**config.mk**
```make
export PLATFORM = sky130hd
export DESIGN_NAME = firFilter
export DESIGN_NICKNAME = d
export VERILOG_FILES = /design/src/design/firPkg.sv /design/src/design/firStageIf.sv /design/src/design/firSequencer.sv /design/src/design/firTap.sv /design/src/design/firAdderTree.sv /design/src/design/firFilter.sv
export VERILOG_INCLUDE_DIRS = /design/src /design/src/include
export SDC_FILE = /design/constraint.sdc
export NUM_CORES = 2
export LEC_CHECK = 0
export BUFFER_PORTS_ARGS = -buffer_cell sky130_fd_sc_hd__buf_2
export CORE_MARGIN = 2
export CORE_UTILIZATION = 30
export CTS_CLUSTER_SIZE = 28
export DETAILED_ROUTE_END_ITERATION = 8
export GPL_TIMING_DRIVEN = 1
export PLACE_DENSITY = 0.49
export SLEW_MARGIN = 30
export SYNTH_ARGS = -nofsm -noshare
export SYNTH_HDL_FRONTEND = slang
export SYNTH_SLANG_ARGS = --single-unit
```
**constraint.sdc**
```tcl
create_clock -name clock -period 6.75 [get_ports clock]
set_input_delay 0.675 -clock clock [delete_from_list [all_inputs] [get_ports clock]]
set_output_delay 0.675 -clock clock [all_outputs]
set_load 0.01 [all_outputs]
```
**src/include/firCoeffs.svh**
```systemverilog
// Fixed coefficient table of the FIR filter; include it inside a scope that imports firPkg.
// Entry k is applied to the sample that is k strobes old.
`ifndef FIR_COEFFS_SVH
`define FIR_COEFFS_SVH

// A low-pass shape with ripple in the tail.
// Entry 16 holds the most negative coefficient so the full range gets exercised.
localparam coeffT firCoeffTable [MaxTaps] = '{
	8'sd3, -8'sd5, -8'sd9, 8'sd0,
	8'sd14, 8'sd21, 8'sd6, -8'sd27,
	-8'sd48, -8'sd23, 8'sd45, 8'sd110,
	8'sd127, 8'sd84, 8'sd17, -8'sd36,
	8'sh80, -8'sd31, 8'sd8, 8'sd38,
	8'sd41, 8'sd19, -8'sd12, -8'sd30,
	-8'sd25, -8'sd4, 8'sd15, 8'sd22,
	8'sd13, -8'sd2, -8'sd11, -8'sd7
};

`endif

```
**src/design/firPkg.sv**
```systemverilog
// Widths and payload types shared by the FIR filter blocks and the testbench.
// Import it with a wildcard in the module header wherever a type is needed.
package firPkg;

	// Input samples are signed two's complement.
	localparam int SampleWidth = 8;

	// Coefficients are signed as well, so a tap product is signed.
	localparam int CoeffWidth = 8;

	// The longest chain the coefficient table can fill.
	localparam int MaxTaps = 32;

	// A full-precision product of one sample and one coefficient.
	localparam int ProductWidth = SampleWidth + CoeffWidth;

	// Guard bits cover the sum of MaxTaps products without overflow.
	localparam int AccWidth = ProductWidth + $clog2(MaxTaps);

	typedef logic signed [SampleWidth-1:0] sampleT;

	typedef logic signed [CoeffWidth-1:0] coeffT;

	typedef logic signed [ProductWidth-1:0] productT;

	// Filter output, with no rounding and no saturation.
	typedef logic signed [AccWidth-1:0] accT;

endpackage

```
**src/design/firStageIf.sv**
```systemverilog
// One link of the FIR tap chain, carrying coefficient and sample strobes with their values.
// The driving stage takes the up modport and the receiving stage takes down.
`timescale 1ns/1ns

interface firStageIf import firPkg::*; ();

	// Single-cycle strobe that moves a coefficient one stage along.
	logic coeffShift;

	// Coefficient value that goes with coeffShift.
	coeffT coeff;

	// Single-cycle strobe that shifts the sample delay line.
	logic sampleEn;

	// Sample value that goes with sampleEn.
	sampleT sample;

	// Upstream side, the stage that feeds this link.
	modport up (
		output coeffShift,
		output coeff,
		output sampleEn,
		output sample
	);

	// Downstream side, the stage that consumes this link.
	modport down (
		input coeffShift,
		input coeff,
		input sampleEn,
		input sample
	);

endinterface

```
**src/design/firSequencer.sv**
```systemverilog
// Load, settle, run and stop control of the FIR filter.
// It streams the coefficient table into the chain after reset, then forwards samples.
`timescale 1ns/1ns

module firSequencer import firPkg::*; #(
	parameter int Taps = 20
) (
	input logic clock,
	input logic rstN,
	input logic sampleStrobe,
	input logic stopStrobe,
	input sampleT sampleIn,
	output logic filterReady,
	output logic productValid,
	firStageIf.up link0
);

	`include "firCoeffs.svh"

	// Wide enough to count up to MaxTaps - 1.
	localparam int IdxWidth = $clog2(MaxTaps);
	localparam logic [IdxWidth-1:0] LastIdx = IdxWidth'(Taps - 1);

	typedef enum logic [1:0] {
		LoadSt,
		SettleSt,
		RunSt,
		StopSt
	} seqStateT;

	seqStateT state;

	// Counts issued coefficients in load, then waiting cycles in settle.
	logic [IdxWidth-1:0] coeffIdx;

	// The strobe on link0 delayed once, while the tap products are computed.
	logic sampleEnDly;

	// Samples are only taken while running.
	assign filterReady = (state == RunSt);

	always_ff @(posedge clock or negedge rstN) begin
		if (!rstN) begin
			state <= LoadSt;
			coeffIdx <= '0;
			link0.coeffShift <= 1'b0;
			link0.sampleEn <= 1'b0;
		end else begin
			// Both strobes last one cycle unless a state below raises them.
			link0.coeffShift <= 1'b0;
			link0.sampleEn <= 1'b0;
			case (state)
				LoadSt: begin
					// One coefficient leaves every cycle, highest entry first.
					link0.coeffShift <= 1'b1;
					if (coeffIdx == LastIdx) begin
						state <= SettleSt;
						coeffIdx <= '0;
					end else begin
						coeffIdx <= coeffIdx + 1'b1;
					end
				end
				SettleSt: begin
					// The last shift needs another Taps cycles to reach the far tap.
					if (coeffIdx == LastIdx) begin
						state <= RunSt;
					end else begin
						coeffIdx <= coeffIdx + 1'b1;
					end
				end
				RunSt: begin
					// A sample strobed on the stop edge is still accepted.
					link0.sampleEn <= sampleStrobe;
					if (stopStrobe) begin
						state <= StopSt;
					end
				end
				StopSt: begin
					// Intake is over until the next reset.
					state <= StopSt;
				end
			endcase
		end
	end

	// Link payloads only matter while their strobe is high.
	always_ff @(posedge clock) begin
		if (state == LoadSt) begin
			link0.coeff <= firCoeffTable[Taps - 1 - int'(coeffIdx)];
		end
		if (state == RunSt && sampleStrobe) begin
			link0.sample <= sampleIn;
		end
	end

	// Taps shift one edge after link0 and register products one edge later,
	// so productValid trails the link0 strobe by two cycles.
	always_ff @(posedge clock or negedge rstN) begin
		if (!rstN) begin
			sampleEnDly <= 1'b0;
			productValid <= 1'b0;
		end else begin
			sampleEnDly <= link0.sampleEn;
			productValid <= sampleEnDly;
		end
	end

endmodule

```
**src/design/firTap.sv**
```systemverilog
// One stage of the FIR delay line with its coefficient and registered product.
// Stages are chained through firStageIf links, one link in and one link out.
`timescale 1ns/1ns

module firTap import firPkg::*; (
	input logic clock,
	input logic rstN,
	firStageIf.down prev,
	firStageIf.up next,
	output productT product
);

	// Coefficient held by this tap once loading is done.
	coeffT coeffReg;

	// Sample delay register, zero until the first sample arrives.
	sampleT sampleReg;

	always_ff @(posedge clock or negedge rstN) begin
		if (!rstN) begin
			coeffReg <= '0;
			sampleReg <= '0;
			next.coeffShift <= 1'b0;
		end else begin
			// The coefficient strobe ripples one stage per cycle.
			next.coeffShift <= prev.coeffShift;
			if (prev.coeffShift) begin
				coeffReg <= prev.coeff;
			end
			if (prev.sampleEn) begin
				sampleReg <= prev.sample;
			end
		end
	end

	// The old coefficient travels on with the strobe, so each wave
	// pushes the whole table one place further down the chain.
	always_ff @(posedge clock) begin
		if (prev.coeffShift) begin
			next.coeff <= coeffReg;
		end
	end

	// Every tap shifts its sample on the same edge.
	// The strobe goes straight through and the value is this tap's register.
	assign next.sampleEn = prev.sampleEn;
	assign next.sample = sampleReg;

	// Both operands are signed, so the product is sign-correct at 16 bits.
	always_ff @(posedge clock) begin
		product <= sampleReg * coeffReg;
	end

endmodule

```
**src/design/firAdderTree.sv**
```systemverilog
// Sums all FIR tap products into one registered output with a valid pulse.
// The tree is padded with zero leaves up to the next power of two.
`timescale 1ns/1ns

module firAdderTree import firPkg::*; #(
	parameter int Taps = 20
) (
	input logic clock,
	input logic rstN,
	input logic productValid,
	input productT products [Taps],
	output logic outValid,
	output accT outData
);

	// A single tap gives zero levels, and the root is then the only leaf.
	localparam int Levels = $clog2(Taps);
	localparam int Leaves = 1 << Levels;

	// Heap layout. Node n adds nodes 2n and 2n+1, and node 1 is the root.
	// Leaves sit at indices Leaves through 2*Leaves-1.
	accT treeNodes [1:2*Leaves-1];

	// Products are sign-extended to the accumulator width before any add.
	for (genvar i = 0; i < Leaves; i++) begin : gLeaf
		if (i < Taps) begin : gUsed
			assign treeNodes[Leaves + i] = accT'(products[i]);
		end else begin : gPad
			assign treeNodes[Leaves + i] = '0;
		end
	end

	// Pairwise adders, one level per power of two.
	// AccWidth leaves room for MaxTaps products, so no stage can overflow.
	for (genvar n = 1; n < Leaves; n++) begin : gNode
		assign treeNodes[n] = treeNodes[2 * n] + treeNodes[2 * n + 1];
	end

	// The sum is registered every cycle.
	// It is only meaningful when outValid is high.
	always_ff @(posedge clock) begin
		outData <= treeNodes[1];
	end

	// Valid follows the products by the one register stage of the sum.
	always_ff @(posedge clock or negedge rstN) begin
		if (!rstN) begin
			outValid <= 1'b0;
		end else begin
			outValid <= productValid;
		end
	end

endmodule

```
**src/design/firFilter.sv**
```systemverilog
// Top level of the FIR filter with plain ports for the sample stream and its result.
// Taps sets the chain length, from 1 up to MaxTaps.
`timescale 1ns/1ns

module firFilter import firPkg::*; #(
	parameter int Taps = 20
) (
	input logic clock,
	input logic rstN,
	input logic sampleStrobe,
	input sampleT sampleIn,
	input logic stopStrobe,
	output logic filterReady,
	output logic outValid,
	output accT outData
);

	// One product per tap, summed by the adder tree.
	productT tapProducts [Taps];

	// High in the cycle when every tap product reflects a new sample.
	logic productValid;

	// Link k feeds tap k.
	// The last link leaves the far end of the chain unused.
	firStageIf links [Taps + 1] ();

	firSequencer #(
		.Taps(Taps)
	) sequencer_i (
		.clock(clock),
		.rstN(rstN),
		.sampleStrobe(sampleStrobe),
		.stopStrobe(stopStrobe),
		.sampleIn(sampleIn),
		.filterReady(filterReady),
		.productValid(productValid),
		.link0(links[0].up)
	);

	// The delay line itself, one stage per tap.
	for (genvar k = 0; k < Taps; k++) begin : gTap
		firTap tap_i (
			.clock(clock),
			.rstN(rstN),
			.prev(links[k].down),
			.next(links[k + 1].up),
			.product(tapProducts[k])
		);
	end

	firAdderTree #(
		.Taps(Taps)
	) adder_i (
		.clock(clock),
		.rstN(rstN),
		.productValid(productValid),
		.products(tapProducts),
		.outValid(outValid),
		.outData(outData)
	);

endmodule

```
==> flow_summary.json <==
{
  "area_growth_pct": 9.69,
  "synth_cell_types": 65,
  "grt_max_degree": 120,
  "crit_required_ns": 7.37,
  "arrival_ns": 6.53,
  "synthFlopType": "dfrtp_1",
  "worst_pin_slew_ns": 0.934,
  "whs_path_depth": 1,
  "slew_viol_final": 0,
  "cts.sinks": 860,
  "drc": 0,
  "drt_wl_total_mm": 203,
  "syn-num-nets": 9727,
  "slowest_delay_ns": 0.55,
  "synth_seq_area_share": 0.250,
  "die_y_um": 529,
  "rsz0062_at_grt": "no",
  "ys_ff_latch": 860,
  "final_nets": 9713,
  "dr.pass1.iters": 5,
  "grt_antenna_before_repair": 22,
  "clkTransAtPathRegs_ns": 0.07,
  "crit_type": "reg2reg",
  "grt_remaining_overflow": 0,
  "status": "finished clean",
  "syn_area_per_cell_um2": 10.8,
  "final_layout_size_suffix_gt1_frac": 0.0746,
  "vias_per_cell": 4.41,
  "vias": 50500,
  "synth_edf_count": 168,
  "ant_nets": 0,
  "yosys_warnings": 0,
  "clockBufferDepth": 3,
  "final.min_clock_period_ns": 5.91,
  "drt_iter0_drc": 2246,
  "endpoint_kind": "flip-flop",
  "fin_util": 0.331,
  "cp_slowest_cell": "fa_1",
  "die_w_um": 529,
  "routabilityCongestion": 0.838,
  "post_cts_resized": 0,
  "seq_area_um2": 20700,
  "cts_tree": "done",
  "start_util": 0.302,
  "numCtsBuffers": 105,
  "fin_crit_sh": 0.876,
  "dp_slack_ns": 0.821,
  "min_path_type": "in2reg",
  "stdcell_area_um2": 90800,
  "h-tree-depth": 3,
  "clock_latency_ns": 0.74,
  "io_buffer_count": 34,
  "grt_pass1_vias": 55900,
  "dieArea_um2": 280000,
  "cts_root_buf": "clkbuf_16",
  "wl_per_cell_um": 17.7,
  "start_kind": "flip-flop",
  "io_pins": 35,
  "ff2ff_path_depth": 20,
  "row_count": 192,
  "power_leakage_nw": 41.3,
  "hpwlAfterDp_mm": 164,
  "fin_ws_ns": 0.839,
  "timing.fmax_ghz": 0.169,
  "netlist_area_um2": 82700,
  "crit_top_cell": "fa_1",
  "syn_inst": 7693,
  "report.power.total_mw": 11.4,
  "finalHoldViolations": 0,
  "maxSlewHeadroom": 0.377,
  "vdd_ir_drop_max_v": 0.000203,
  "crit_fanout": 3,
  "async_flop_share": 0.408,
  "fillCellCount": 27800,
  "multi_input_area_um2": 54700,
  "grt_pass1_wl_mm": 330,
  "placed_cell_area_um2": 87000,
  "clock_skew_ns": 0.0327,
  "groute.usage.overall": 0.151,
  "setup-violations-final": 0,
  "p_per_area_nw_per_um2": 126,
  "cap_violations": 0,
  "core_um2": 274000,
  "tns_ns": 0,
  "path_cells": "inv_1, fa_1, inv_1, fa_1, inv_1, fa_1, inv_1, fa_1, fa_1, inv_1, fa_1, fa_1, inv_1, ha_1, a211oi_1, o211a_1, o21ai_1, a21oi_1, o21bai_1, xor2_1"
}
report_power, final:
group / switching [mW] / leakage (nW) / internal (mW)
logic: 0.0500 / 30.7 / 0.0156
registers: 0.0344 / 8.79 / 5.26
clock network: 2.51 / 1.79 / 3.58
routing by layer:
metal	vias up	track usage	wire length, µm
li1	23400	-	-
met1	26400	0.214	97000
met2	620	0.249	96100
met3	186	0.0144	5790
met4	2	0.0322	4160
met5	-	0	12
cell usage in the layout (no fill, tap or decap), types with 9 or more instances in the layout:
cell and instances:
a211oi_1 41, a21o_1 32, a21oi_1 109, a31oi_1 20, and2_1 770, and3_1 9, buf_2 33, bufinv_16 11
clkbuf_16 111, clkbuf_8 12, clkinv_2 10, clkinvlp_4 17, dfrtp_1 347, dfxtp_1 341, edfxtp_1 168, fa_1 1400
ha_1 622, inv_1 1807, mux2_2 308, mux2i_1 12, nand2_1 412, nand2b_1 164, nand3_1 10, nand4_1 20
nor2_1 179, nor2b_1 50, nor3_1 36, nor4_1 27, o21a_1 43, o21ai_0 134, o21ai_1 10, o31ai_1 9
o41a_1 11, xnor2_1 290, xor2_1 34
synth_stat cells, types with 9 or more instances:
cell      count  share of area
a211oi_1     41         0.0037
a21o_1       32         0.0029
a21oi_1     109         0.0066
a31oi_1      20         0.0015
and2_1      770          0.058
and3_1        9        0.00068
buf_2        10        0.00060
clkbuf_1    150         0.0068
dfrtp_1     351           0.11
dfxtp_1     341          0.083
edfxtp_1    168          0.061
fa_1       1400           0.34
ha_1        622          0.094
inv_1      1807          0.082
mux2_2      308          0.042
mux2i_1      12         0.0015
nand2_1     412          0.019
nand2b_1    164          0.012
nand3_1      10        0.00060
nand4_1      20         0.0015
nor2_1      179         0.0081
nor2b_1      50         0.0038
nor3_1       36         0.0022
nor4_1       27         0.0020
o21a_1       43         0.0039
o21ai_0     134         0.0081
o21ai_1      10        0.00060
o31ai_1       9        0.00082
o41a_1       11         0.0015
xnor2_1     290          0.031
xor2_1       34         0.0036
cells by family (layout without fill, tap and decap cells):
family	Yosys count	count (layout)	synth area share
compound gates	487	487	0.0385
xor+xnor	324	324	0.0343
fa+ha+maj	2022	2022	0.433
buf+inv	1970	2048	0.0895
flops	860	860	0.250
mux	322	322	0.0439
other cells	0	6	0
simple gates	1708	1708	0.111
per-stage QoR:
stage,instances,hold WS (ns)
2_1_floorplan,7693,0.331
3_3_place_gp,11300,0.343
3_5_place_dp,11300,0.335
4_1_cts,11500,0.0708
5_1_grt,11500,0.0984
6_report,11500,0.137
repair_timing:
action | CTS | global route
hold endpoints to repair | 63 | 0
hold buffers | 1 | 0
buffers inserted | 0 | 0
sequential cells by signal (all words and copies together) (netlist names):
signal / cells
adder_i.outValid: 1
gTap.tap_i.next.coeff: 152
gTap.tap_i.coeffReg: 160
sequencer_i.link0.sampleEn: 1
gTap.tap_i.next.coeffShift: 19
sequencer_i.link0.coeffShift: 1
sequencer_i.sampleEnDly: 1
sequencer_i.link0.sample: 8
gTap.tap_i.next.sample: 160
sequencer_i.coeffIdx: 5
gTap.tap_i.product: 320
sequencer_i.link0.coeff: 8
adder_i.outData: 21
sequencer_i.state: 2
sequencer_i.productValid: 1
final cells by class:
cell class,count,share of cell area
Clock buffer,131,0.0328
Sequential cell,860,0.228
Tap cell,3686,0.0508
Antenna cell,6,0.000165
Timing Repair Buffer,41,0.00301
Multi-Input combinational cell,4863,0.602
Inverter,1808,0.0748
Clock inverter,68,0.00840
worst max-delay path: cells and delay by family, from the launching register on:
family,cells,cell delay [ns]
adders and majority gates,8,3.80
AOI/OAI and AO/OA,5,1.22
xor gates and xnor gates,1,0.15
DFF,1,0.31
buffers and inverters,6,0.32
worst paths after layout:
path | start | to | slack, ns
max reg2reg | gTap[17].tap_i.product[2] | adder_i.outData[18] | 0.84
min in group asynchronous | rstN | gTap[11].tap_i.next.sample[4] | 0.53
min | sampleIn[2] | sequencer_i.link0.sample[2] | 0.14
max | gTap[17].tap_i.product[2] | adder_i.outData[18] | 0.84
min reg2reg | sequencer_i.sampleEnDly | sequencer_i.productValid | 0.35
max in group asynchronous | rstN | sequencer_i.link0.sampleEn | 5.05
Power figures use the tool's default switching activity.
